**src/common/demod_pkg.sv**
```systemverilog
package demod_pkg;

    // adc samples and the capture ring
    localparam int SAMPLE_W = 10;
    localparam int RING_DEPTH = 8192;
    localparam int RING_ADDR_W = 13;

    // signal detection
    localparam int MIDPOINT = 256;
    localparam int NOISE_FLOOR = 8;
    localparam int DETECT_THRESHOLD = 128;
    localparam int INTEG_W = 16;

    // fft window, real part in the upper half
    localparam int FFT_N = 1024;
    localparam int FFT_ADDR_W = 10;
    localparam int FRAME_CNT_W = 11;
    localparam int FFT_WORD_W = 32;
    localparam int FFT_HALF_W = 16;

    // decode retries
    localparam int SHIFT_MAX = 10;
    localparam int SHIFT_W = 4;

    // result byte stream
    localparam int RESULT_W = 96;
    localparam int RESULT_BYTES = 12;
    localparam int BYTE_W = 8;
    localparam int BYTE_CNT_W = 4;

    // sequencer states
    localparam int SEQ_W = 3;
    localparam logic [SEQ_W-1:0] SEQ_IDLE = 3'd0;
    localparam logic [SEQ_W-1:0] SEQ_LOAD = 3'd1;
    localparam logic [SEQ_W-1:0] SEQ_FFT = 3'd2;
    localparam logic [SEQ_W-1:0] SEQ_OFDM = 3'd3;
    localparam logic [SEQ_W-1:0] SEQ_SEND = 3'd4;
    localparam logic [SEQ_W-1:0] SEQ_RELEASE = 3'd5;

endpackage

```
**src/demod_sequencer.sv**
```systemverilog
`timescale 1ns/1ps

module demod_sequencer (
    input  logic                               clk,
    input  logic                               rst_n,
    input  logic                               frame_valid,
    output logic                               frame_ready,
    input  logic [demod_pkg::RING_ADDR_W-1:0]  detect_index,
    output logic                               load_start,
    output logic [demod_pkg::RING_ADDR_W-1:0]  load_base,
    input  logic                               load_done,
    output logic                               fft_start,
    input  logic                               fft_done,
    output logic                               ofdm_start,
    input  logic                               ofdm_done,
    input  logic                               ofdm_success,
    output logic                               send_start,
    input  logic                               send_done
);

    logic [demod_pkg::SEQ_W-1:0]         state;
    logic [demod_pkg::SHIFT_W-1:0]       shift_cnt;
    logic [demod_pkg::SHIFT_W-1:0]       shift_next;
    logic [demod_pkg::RING_ADDR_W-1:0]   shift_ext;
    logic [demod_pkg::RING_ADDR_W-1:0]   base_next;

    assign shift_next = shift_cnt + 1'b1;
    assign shift_ext = {{(demod_pkg::RING_ADDR_W-demod_pkg::SHIFT_W){1'b0}}, shift_next};

    // retry window one sample earlier, wraps below address 0
    assign base_next = detect_index - shift_ext;

    // held for one cycle, capture drops frame_valid after it
    assign frame_ready = (state == demod_pkg::SEQ_RELEASE);

    always_ff @(posedge clk or negedge rst_n) begin
        if (!rst_n) begin
            state <= demod_pkg::SEQ_IDLE;
            shift_cnt <= '0;
            load_start <= 1'b0;
            load_base <= '0;
            fft_start <= 1'b0;
            ofdm_start <= 1'b0;
            send_start <= 1'b0;
        end else begin
            load_start <= 1'b0;
            fft_start <= 1'b0;
            ofdm_start <= 1'b0;
            send_start <= 1'b0;
            case (state)
                demod_pkg::SEQ_IDLE: begin
                    if (frame_valid) begin
                        shift_cnt <= '0;
                        load_start <= 1'b1;
                        load_base <= detect_index;
                        state <= demod_pkg::SEQ_LOAD;
                    end
                end
                demod_pkg::SEQ_LOAD: begin
                    if (load_done) begin
                        fft_start <= 1'b1;
                        state <= demod_pkg::SEQ_FFT;
                    end
                end
                demod_pkg::SEQ_FFT: begin
                    if (fft_done) begin
                        ofdm_start <= 1'b1;
                        state <= demod_pkg::SEQ_OFDM;
                    end
                end
                demod_pkg::SEQ_OFDM: begin
                    if (ofdm_done) begin
                        if (ofdm_success) begin
                            send_start <= 1'b1;
                            state <= demod_pkg::SEQ_SEND;
                        end else if (shift_cnt == demod_pkg::SHIFT_MAX - 1) begin
                            // out of retries, drop the frame
                            state <= demod_pkg::SEQ_RELEASE;
                        end else begin
                            shift_cnt <= shift_next;
                            load_start <= 1'b1;
                            load_base <= base_next;
                            state <= demod_pkg::SEQ_LOAD;
                        end
                    end
                end
                demod_pkg::SEQ_SEND: begin
                    if (send_done) begin
                        state <= demod_pkg::SEQ_RELEASE;
                    end
                end
                default: begin
                    state <= demod_pkg::SEQ_IDLE;
                end
            endcase
        end
    end

    assert property (@(posedge clk) disable iff (!rst_n) fft_done |-> state == demod_pkg::SEQ_FFT);
    assert property (@(posedge clk) disable iff (!rst_n) ofdm_done |-> state == demod_pkg::SEQ_OFDM);

endmodule

```
**config.mk**
```make
export PLATFORM = sky130hd
export DESIGN_NAME = demod_sequencer
export DESIGN_NICKNAME = d
export VERILOG_FILES = /design/src/common/demod_pkg.sv /design/src/demod_sequencer.sv
export SDC_FILE = /design/constraint.sdc
export NUM_CORES = 1
export LEC_CHECK = 0
export BUFFER_PORTS_ARGS = -buffer_cell sky130_fd_sc_hd__buf_2
export CAP_MARGIN = 20
export CORE_MARGIN = 3
export CORE_UTILIZATION = 55
export CTS_BUF_LIST = sky130_fd_sc_hd__clkbuf_16
export CTS_CLUSTER_SIZE = 12
export DETAILED_ROUTE_END_ITERATION = 8
export GPL_ROUTABILITY_DRIVEN = 0
export PLACE_DENSITY = 0.88
export SLEW_MARGIN = 10
export SYNTH_ARGS = -nofsm -noshare
export SYNTH_HDL_FRONTEND = slang
export SYNTH_SLANG_ARGS = --single-unit
```
**constraint.sdc**
```tcl
create_clock -name clk -period 4.42 [get_ports clk]
set_input_delay 0.884 -clock clk [delete_from_list [all_inputs] [get_ports clk]]
set_output_delay 0.884 -clock clk [all_outputs]
set_load 0.1 [all_outputs]
```
=== Word-level counts from Yosys, hierarchy flattened ===
Cells that the tools add are included.

* Flip-flop bits (word level): 24
* Bits of input ports: 21
* Output and inout port bits: 18
* Logic and storage cells: 56

* Add/subtract/negate cells: 2
* Eq/ne operators: 13
* Multiplexer cells: 30
* Reduce and logical (&&, ||, !) cells: 4

{| class="wikitable"
|+ Operators with widths
! kind !! number
|-
| 2-to-1 mux 13 bit || 4
|-
| case mux 13 bit (2 select lines) || 1
|-
| 2-to-1 mux 3 bit || 7
|-
| 2-to-1 mux 4 bit || 4
|-
| case mux 3 bit (5 select lines) || 1
|-
| inequality test 2 bit (second input constant) || 7
|-
| subtractor 13 x 4 -> 13 bit || 1
|-
| 2-to-1 mux 1 bit || 11
|-
| AND reduction 5 bit || 2
|-
| case mux 4 bit (2 select lines) || 1
|-
| == test 3 x 2 -> 1 bit (second input constant) || 2
|-
| == test 3 bit (second input constant) || 2
|-
| adder 4 x 1 -> 4 bit (second input constant) || 1
|-
| == test 4 bit (second input constant) || 1
|-
| == test 3 x 1 -> 1 bit (second input constant) || 1
|-
| zero test 3 bit || 1
|-
| case mux 1 bit (2 select lines) || 1
|-
| nonzero test 2 bit || 1
|}

=== Longest topological paths before layout ===
Gate-level depths: netlist of the first run.

* Depth in word-level cells: 6
* Gate-level depth with buffers: 8
* Gate-level depth less buffers: 8

=== Worst setup path after synthesis of the first run ===
OpenSTA, ideal clock, no wires.

* Path kind: register -> output
* From: register state[0] (netlist bit)
* To: output port frame_ready
* Arrival time: 2.909 ns
* Required time: 3.536 ns
* Path slack: 0.627 ns
* Stages on the path, launching flop included: 3
* Path buffers: 1
* Path through: dfrtp_1 > clkbuf_1 > nor3b_1

* Longest elaborated chain between the ends: 1

{| class="wikitable"
|+ RTL lines
! what !! line !! source
|-
| from (decl) || demod_sequencer.sv:21 || <nowiki>logic [demod_pkg::SEQ_W-1:0] state;</nowiki>
|-
| from (signal assigned) || demod_sequencer.sv:38 || <nowiki>state <= demod_pkg::SEQ_IDLE;</nowiki>
|-
| from (signal assigned) || demod_sequencer.sv:56 || <nowiki>state <= demod_pkg::SEQ_LOAD;</nowiki>
|-
| from (signal assigned) || demod_sequencer.sv:62 || <nowiki>state <= demod_pkg::SEQ_FFT;</nowiki>
|-
| == test 3 bit || demod_sequencer.sv:34 || <nowiki>assign frame_ready = (state == demod_pkg::SEQ_RELEASE);</nowiki>
|-
| to (decl) || demod_sequencer.sv:7 || <nowiki>output logic frame_ready,</nowiki>
|}

Every way passes these cells.

=== Worst setup path in the final report of the first run ===
* From: input port detect_index[0] (netlist bit)
* To: register load_base[10] (netlist bit)

* Longest elaborated chain between the ends: 5

{| class="wikitable"
|+ RTL lines
! what !! line !! source
|-
| from (decl) || demod_sequencer.sv:8 || <nowiki>input logic [demod_pkg::RING_ADDR_W-1:0] detect_index,</nowiki>
|-
| subtractor 13 x 4 -> 13 bit || demod_sequencer.sv:31 || <nowiki>assign base_next = detect_index - shift_ext;</nowiki>
|-
| 2-to-1 mux 13 bit || demod_sequencer.sv:76 || <nowiki>end else if (shift_cnt == demod_pkg::SHIFT_MAX - 1) begin</nowiki>
|-
| 2-to-1 mux 13 bit || demod_sequencer.sv:73 || <nowiki>if (ofdm_success) begin</nowiki>
|-
| 2-to-1 mux 13 bit || demod_sequencer.sv:72 || <nowiki>if (ofdm_done) begin</nowiki>
|-
| case mux 13 bit (2 select lines) || demod_sequencer.sv:50 || <nowiki>case (state)</nowiki>
|-
| to (signal assigned) || demod_sequencer.sv:55 || <nowiki>load_base <= detect_index;</nowiki>
|-
| to (signal assigned) || demod_sequencer.sv:82 || <nowiki>load_base <= base_next;</nowiki>
|-
| to (decl) || demod_sequencer.sv:10 || <nowiki>output logic [demod_pkg::RING_ADDR_W-1:0] load_base,</nowiki>
|}

Every way passes these cells. The select of a mux whose other input is x is not followed.
A chain may end at the register's enable or synchronous reset.

==> reports/summary.md, run 1 <==
Post-route cell area: 1718 µm². The deepest clock path buffer count was 2; the layout-stage area growth over the synthesis result was 16.75%. The first global-routing pass estimated 5478 µm of wire. Summing every instance area after synthesis gives 1471 µm². The clock network latency to the later pin of the worst-skew pair is 250 ps.

The flow ran to the end, and the final reports show no timing, DRC or antenna violations. Kind of start point of the critical path: a primary input. For this run, the slowest stage of the critical path takes 390 ps. The count of port buffers added during placement is 38.

The depth of the CTS H-tree came out at 1. In the routed layout, each cell is associated on average with a via count of 5.893. Setup violations remaining at the end of the flow were counted as 0.

The number of cell instances on the worst register-to-register path is 7, and the number of clock sinks seen by CTS is 24. Synthesis inferred 24 register bits. For this run, the leading register cell type out of synthesis is sky130_fd_sc_hd__dfrtp_1. TritonCTS built the clock tree. Max-cap violations in this run came to 0.

The run gives 39 as the I/O pin count. The sequential fraction of the synthesis area was 40.82%. The average detailed-routed wire length per instance was 15.61 µm. For this run, design rule violations remaining after detail routing come to 0.

The synthesized area per cell was 10.59 µm²; the share of final-layout standard cells stronger than drive strength 1 was 33.14%. The root buffer cell chosen for the clock tree is sky130_fd_sc_hd__clkbuf_16. For the number of inserted diodes, the log shows 0. Traced cell by cell, the critical path runs through buf_2 -> inv_1 -> ha_1 -> inv_1 -> fa_1 -> a21oi_1 -> o2111ai_1 -> xnor2_1 -> mux2_2. At the placement stage, the worst setup path has a slack of 1697 ps. The initial antenna violation count is 0. The count of warnings emitted by yosys is 0. The tools report the number of hold buffers added after cts as 0.

The CTS clock-pin slew for the worst setup and hold paths was 60 ps. The run gives 23 as the starting DRC count in detailed routing. The largest individual stage delay along the critical path comes from the cell sky130_fd_sc_hd__fa_1.

The final worst-path setup slack was 1966 ps. Entering global routing, the biggest net connects 25 pins. After technology mapping, the gate count stands at 139.

Leaving out fill and tap cells, the most frequent cells in the layout are sky130_fd_sc_hd__buf_2, sky130_fd_sc_hd__dfrtp_1, sky130_fd_sc_hd__nand2_1. The site row count is 18, and the maximum achievable frequency is 407.6 MHz. Final hold violation count: 0.

The total half-perimeter wirelength after legalization and detailed placement was 2404 µm; the total nets after synthesis was 167. The total setup buffers inserted after CTS is 0, and the fraction of the cycle the final worst path needs is 55.51%. The overall die height works out to 57.73 µm.

The area of the core region is 2500 µm². Summed over all layers, the routed wires come to 3201 µm. The die boundary width is 57.73 µm. Gates resized during post-CTS repair numbered 0.

The run gives 1,208 as the total via count after detailed routing. The worst min-delay path category was reg2reg. The number of enable flip-flop cells after synthesis is 0, and the first-pass detailed-route iteration total is 4.

The run gives 1,237 as the via count of the first global-routing pass. The final net count was 204; the final critical delay including setup and external delays was 2454 ps. After synthesis, the netlist uses 47 different library cells. For this run the aggregate overflow at the end of global routing stands at 0.

The total count of max-transition violations in the final report was 0. The tools report the arrival time of data at the critical path endpoint as 2600 ps. For this configuration, the core starts out at a cell density of 58.86%. The floorplan step defined a die boundary enclosing 3332 µm². The run gives 4560 ps as the worst path required time.

The most common library cell in the layout ignoring fill and taps is sky130_fd_sc_hd__buf_2. For the final database, setup skew stands at 2.037 ps. The worst setup path is of the in2reg kind. The run gives 0 as the count of nets left with antenna violations after detail routing.

Setup repair after global routing left no endpoint under its margin. The logs give 52.77% for the worst slew margin relative to its limit and 1639 µm² for the placement-stage cell area. Counting flops with an async set or reset pin after synthesis yields a share of 100.0%. The kind of capture point of the worst setup path is a flop. The total global-route track usage was 20.92%. For the filler cell count in the final layout, the log shows 202. By instance count, the cell type seen most on the critical path is sky130_fd_sc_hd__inv_1. The setup TNS came out at 0 ps.

The hold path depth is 1, and the TritonCTS buffer count is 3. At the pin with the least slew margin, the transition time is 702.0 ps. The maximum fanout encountered on the critical timing path was 5.
==> flip-flops by register name, summed over array words and instances (netlist names) <==
| register | flops |
|---|---|
| ofdm_start | 1 |
| load_base | 13 |
| load_start | 1 |
| send_start | 1 |
| state | 3 |
| shift_cnt | 4 |
| fft_start | 1 |
==> stage by stage <==
step	utilization [%]	hold slack, ps	cells
final	68.72	510.2	205
after global routing	68.72	523.7	205
after CTS	68.72	514.5	205
after detailed placement	65.57	491.5	201
after global placement	65.57	485.5	201
after floorplan	-	470.0	139
==> Yosys cell counts (2+ instances only) <==
master	count	area share (%)
sky130_fd_sc_hd__o2111ai_1	2	1.2
sky130_fd_sc_hd__o31ai_1	3	1.5
sky130_fd_sc_hd__nand2_1	10	2.6
sky130_fd_sc_hd__nand3_1	2	0.68
sky130_fd_sc_hd__nor2_1	5	1.3
sky130_fd_sc_hd__ha_1	6	5.1
sky130_fd_sc_hd__or4_1	2	1.0
sky130_fd_sc_hd__mux2_2	7	5.4
sky130_fd_sc_hd__dfrtp_1	24	41
sky130_fd_sc_hd__o22ai_1	2	0.85
sky130_fd_sc_hd__o21ai_0	8	2.7
sky130_fd_sc_hd__a21oi_1	7	2.4
sky130_fd_sc_hd__xnor2_1	7	4.2
sky130_fd_sc_hd__inv_1	7	1.8
sky130_fd_sc_hd__clkbuf_1	2	0.51
sky130_fd_sc_hd__nor2b_1	2	0.85
sky130_fd_sc_hd__nor4_1	2	0.85
sky130_fd_sc_hd__and3_1	4	1.7
sky130_fd_sc_hd__a31oi_1	6	2.6
sky130_fd_sc_hd__o211ai_1	3	1.5
sky130_fd_sc_hd__buf_12	2	2.7
==> worst max-delay path, delay by kind of cell <==
family | cells | cell delay, ps
adders and majority gates | 2 | 540
muxes | 1 | 260
xor gates and xnor gates | 1 | 170
AOI/OAI and AO/OA | 2 | 520
buffers and inverters | 3 | 210
==> per-layer routing <==
layer  share of wire (%)  global-route usage, %  wire length [µm]
met4                0.53                  5.629                17
met3                 5.4                  3.563               173
met2                  52                  38.55              1668
met5                   0                      0                 0
met1                  42                  24.89              1342
==> path summary, 6_finish.rpt <==
kind                                           start                   endpoint  slack (ps)
min                        load_base[12]$_DFFE_PN0P_  load_base[12]$_DFFE_PN0P_         510
max in group asynchronous                      rst_n       ofdm_start$_DFF_PN0_        3460
max                                  detect_index[0]  load_base[10]$_DFFE_PN0P_        1970
min reg2reg                load_base[12]$_DFFE_PN0P_  load_base[12]$_DFFE_PN0P_         510
max reg2reg                 shift_cnt[0]$_DFFE_PN0P_  load_base[11]$_DFFE_PN0P_        2030
min in group asynchronous                      rst_n   shift_cnt[2]$_DFFE_PN0P_         610
==> cell type report <==
class                           count  area, µm²  area share [%]
Clock buffer                        3      75.07           4.370
Clock inverter                      1      3.754          0.2185
Inverter                            7      26.28           1.529
Multi-Input combinational cell    102      784.5           45.67
Sequential cell                    24      600.6           34.96
Tap cell                           30      37.54           2.185
Timing Repair Buffer               38      190.2           11.07
==> kinds of logic (layout without fill, tap and decap cells) <==
group,Yosys count,after routing,share of synthesized area (%)
XOR/XNOR,8,8,4.762
AND/OR/NAND/NOR,40,40,16.92
flip-flops,24,24,40.82
adder cells (fa/ha/maj),7,7,6.463
AO/OA/AOI/OAI,38,38,18.11
multiplexers,9,9,7.058
buffers and inverters,13,49,5.868
Power of run 1 is not shown: default switching activity piles up to over one toggle a cycle in this logic, so the estimate is an artifact.
==> run 2, diff against run 1 <==
--- a/config.mk
+++ b/config.mk
@@ -5,15 +5,16 @@
 export SDC_FILE = /design/constraint.sdc
 export NUM_CORES = 1
 export LEC_CHECK = 0
+export ABC_AREA = 1
 export BUFFER_PORTS_ARGS = -buffer_cell sky130_fd_sc_hd__buf_2
 export CAP_MARGIN = 20
 export CORE_MARGIN = 3
-export CORE_UTILIZATION = 55
+export CORE_UTILIZATION = 53
 export CTS_BUF_LIST = sky130_fd_sc_hd__clkbuf_16
 export CTS_CLUSTER_SIZE = 12
 export DETAILED_ROUTE_END_ITERATION = 8
 export GPL_ROUTABILITY_DRIVEN = 0
-export PLACE_DENSITY = 0.88
+export PLACE_DENSITY = 0.84
 export SLEW_MARGIN = 10
 export SYNTH_ARGS = -nofsm -noshare
 export SYNTH_HDL_FRONTEND = slang
==> constraint.sdc (replaced) <==
create_clock -name clk -period 2.56 [get_ports clk]
set_input_delay 0.512 -clock clk [delete_from_list [all_inputs] [get_ports clk]]
set_output_delay 0.512 -clock clk [all_outputs]
set_load 0.1 [all_outputs]
==> reports/summary.md, run 2 <==
The flow ran to the end, and the final reports show no timing, DRC or antenna violations. The logs give 4 (unchanged) for the first-pass detailed-route iteration total and 1 (unchanged) for the depth of the CTS H-tree. The slowest library cell on the worst path was sky130_fd_sc_hd__dfrtp_1. Initial cell density of the core: 56.88% (-2.0 points). The design draws 2710 µW. The library cell used most frequently in the layout, excluding fill and tap cells, is sky130_fd_sc_hd__nand2_1. Average detailed-routed wire length per instance: 12.88 µm (-17%). For the total global-route track usage, the log shows 21.20% (+0.28 points). The total grt overflow is 0 (unchanged). TritonCTS built the clock tree. The total nets after synthesis was 249 (+49%); the leakage power was 0.001000 µW.

For the cell total after placement, the log shows 287 (+43%). Power spread over the standard cell area amounts to 1450 nW/µm². Multiplexer share of the synthesized area: 0% (-7.1 points). Worst flop-to-flop path endpoint: load_base[7]$_DFFE_PN0P_. The tools report the final hold violation count as 0 (unchanged). The worst setup slack for register-to-register paths was 350 ps (-1680 ps); the number of flip-flops under the largest register name was 13 (unchanged). The fraction of the cycle the final worst path needs came out at 86.41%.

The run gives 89 (+290%) as the starting DRC count in detailed routing. The count of port buffers added during placement is 38 (unchanged), and the deepest clock path buffer count is 2 (unchanged). The xor and xnor fraction of the mapped netlist area was 1.633% (-3.1 points); the number of gates resized after cts was 0 (unchanged). The number of enable flip-flop cells after synthesis is 0 (unchanged).

The complex-gate fraction of the synthesized area was 6.998% (-11 points); the share of the core filled with cells in the final layout was 66.08% (-2.6 points). The top cell types in the final layout, fill and taps aside, are sky130_fd_sc_hd__nand2_1, sky130_fd_sc_hd__buf_2, sky130_fd_sc_hd__inv_1. The simple logic cell fraction of the synthesized area was 38.10% (+21 points); the total of max-cap violations was 0 (unchanged).

Site row count: 19 (+1). The run gives 64.10% (+11 points) as the worst slew margin relative to its limit. The adder-cell share of the synthesized area is 5.910% (-0.55 points).

In the synthesized netlist the dominant register cell turns out to be sky130_fd_sc_hd__dfrtp_1. The total via count after detailed routing is 1,582 (+31%), and the layout-stage area growth over the synthesis result is 16.17%. The logs give 1,388 (+12%) for the via count of the first global-routing pass and 221 (+59%) for the number of instances in the synthesized netlist. The tools report the worst-case setup slack after placement as 363.7 ps (-1333 ps). The count of endpoints failing setup in the final report came out at 0 (unchanged). The logs give 0 (unchanged) for the count of nets left with antenna violations after detail routing and 4.284 ps (+2.247 ps) for the worst clock skew. The filler cell count in the final layout was 268 (+33%). The beginning of the worst register-to-register path is shift_cnt[0]$_DFFE_PN0P_.

The logs give 0 (unchanged) for the number of inserted diodes and 25 (unchanged) for the largest net degree at the start of global routing. VDD sags by at most 0.8007 mV. The cell seen most often among critical-path stages is sky130_fd_sc_hd__nand2_1. The run gives 0 (unchanged) as the DRC violation count after routing. Worst setup path startpoint: shift_cnt[0]$_DFFE_PN0P_. The total setup buffers inserted after CTS is 0 (unchanged), and the area of the core region is 2829 µm² (+13%). The tools report the arrival time of data at the critical path endpoint as 2360 ps (-240 ps).

In the synthesized netlist, the cells that appear most often are sky130_fd_sc_hd__nand2_1, sky130_fd_sc_hd__inv_1, sky130_fd_sc_hd__nor2_1. Number of hold buffers added after cts: 0 (unchanged). Top register by number of flip-flops: load_base. The main combinational cell family by area after synthesis is simple AND/OR/NAND/NOR gates. In the final layout, the registers with the most flip-flops are load_base: 13 flops, shift_cnt: 4 flops, state: 3 flops. The min-delay analysis places its worst path in the category in2async. Number of clock sinks seen by CTS: 24 (unchanged). For the total half-perimeter wirelength after legalization and detailed placement, the log shows 2808 µm (+17%).

Following the worst setup path forward leads to its endpoint at load_base[7]$_DFFE_PN0P_. For the post-synthesis instance area, the log shows 1609 µm² (+9.4%). Initial antenna violation count: 0 (unchanged). The most common cell in the netlist was sky130_fd_sc_hd__nand2_1. The flip-flop and latch count after synthesis was 24 (unchanged). Final net count: 289 (+42%).

Setup repair after global routing left no endpoint under its margin. The wire length of the first global-routing pass came out at 6009 µm (+9.7%). The final worst-path setup slack came out at 347.9 ps (-1618 ps). The tools report the count of warnings emitted by yosys as 0 (unchanged). The synthesized area per cell came out at 7.281 µm² (-31%). The worst path required time is 2710 ps (-1850 ps), and the overall die height is 61.10 µm (+5.8%).

The CTS clock-pin slew for the worst setup and hold paths is 60 ps (about the same). In the post-synthesis netlist, the biggest area contributors are sky130_fd_sc_hd__dfrtp_1, sky130_fd_sc_hd__nand2_1, sky130_fd_sc_hd__inv_1. Die boundary width: 61.10 µm (+5.8%). The area share of the largest cell type after synthesis is 37.33% (-3.5 points).

STA classifies the critical path startpoint as a flop. The run gives 290 (+41%) as the post-route non-filler standard cell count. The tools report the setup TNS as 0 ps (unchanged).

The largest incremental delay on the critical path is 440 ps (+50 ps), and the maximum fanout encountered on the critical timing path is 6 (+1). The number of cell instances on the worst register-to-register path is 11 (+4). The TritonCTS buffer count was 3 (unchanged); the die area was 3733 µm² (+12%). The vias per cell was 5.455 (-7.4%); the I/O pin count was 39 (unchanged). The kind of capture point of the worst setup path was a flop. Critical setup path kind: reg2reg.

Cell type with the largest total area after synthesis: sky130_fd_sc_hd__dfrtp_1. The critical path goes through nand3_1 -> xor2_1 -> ha_1 -> inv_1 -> nor2_1 -> nand2_1 -> nand2_1 -> nor2_1 -> nand3_1 -> nand3_2 -> nand2_1. The logs give 0 (unchanged) for the total count of max-transition violations in the final report and 452.1 MHz for the maximum achievable frequency.

The sequential fraction of the synthesis area is 37.33% (-3.5 points), and the final critical delay including setup and external delays is 2212 ps. The share of flip-flops with an asynchronous set or reset was 100.0% (unchanged). The clock network latency to the later pin of the worst-skew pair was 250 ps (about the same); the share of final-layout standard cells stronger than drive strength 1 was 20.85% (-12 points). The transition time at the pin with the least slew margin came out at 538.5 ps (-163.5 ps). The overall routed net length came out at 3736 µm (+17%). The run gives 29 (-38%) as the number of library cell types mapped by synthesis. The tree is rooted in a sky130_fd_sc_hd__clkbuf_16.
## run 2: cell types whose count changed after synthesis, sizes merged, moves of 4 or more
| cell | change |
|---|---|
| o21ai | +4 |
| and3 | -4 |
| nand3 | +19 |
| a21oi | -5 |
| inv | +21 |
| xnor2 | -6 |
| nand2 | +60 |
| nor2 | +23 |
| mux2 | -8 |
| nor3 | +5 |
| nand4 | +7 |
## run 2: critical path: cells and delay by family, from the launching register on
family / cells / cell delay [ps]
buffers and inverters: 1 / 140
adders and majority gates: 1 / 340
xor gates and xnor gates: 1 / 220
and+or+nand+nor: 8 / 970
DFF: 1 / 440
## run 2: how the worst min path moves through the flow
stage | startpoint | depth (start not counted) | slack (ps) | end
after floorplan | rst_n | 0 | 220 | fft_start$_DFF_PN0_
after global placement | load_base[12]$_DFFE_PN0P_ | 2 | 460 | load_base[12]$_DFFE_PN0P_
after detailed placement | load_base[12]$_DFFE_PN0P_ | 2 | 460 | load_base[12]$_DFFE_PN0P_
after CTS | rst_n | 1 | 260 | load_base[3]$_DFFE_PN0P_
after global routing | rst_n | 1 | 280 | fft_start$_DFF_PN0_
final | rst_n | 1 | 240 | fft_start$_DFF_PN0_
## run 2: power breakdown
group          switching, µW  leakage [µW]  internal (µW)
combinational           1400      0.000659            335
clock                    122     0.0000370            206
sequential               107      0.000304            535
total                   1630       0.00100           1080
## run 2: layer usage
layer	vias up	routed length [µm]	global-route usage, %
met5	-	0	0
met4	0	63	7.121
met3	10	226	2.096
met2	66	1744	34.29
met1	718	1702	29.67
li1	788	-	-
## run 2: logic make-up after synthesis
| group | Yosys count |
|---|---|
| fa+ha+maj | 7 |
| buf+inv | 32 |
| flops | 24 |
| compound gates | 20 |
| simple gates | 135 |
| xor+xnor | 3 |
## run 2: cell type report
cell class,instances,area (µm²),area share [%]
clock buffer,3,75.07,4.016
inverter,28,105.1,5.623
multi-input combinational,165,852.1,45.58
sequential,24,600.6,32.13
tap,31,38.79,2.075
timing repair buffer,39,197.7,10.58
## run 2: per-stage QoR
stage / hold WS, ps / cell area (µm²)
5_1_grt: 275.5 / 1869
2_1_floorplan: 216.4 / 1614
4_1_cts: 259.9 / 1869
3_3_place_gp: 458.6 / 1794
3_5_place_dp: 462.1 / 1794
6_report: 238.3 / 1869
Power figures use the tool's default switching activity.
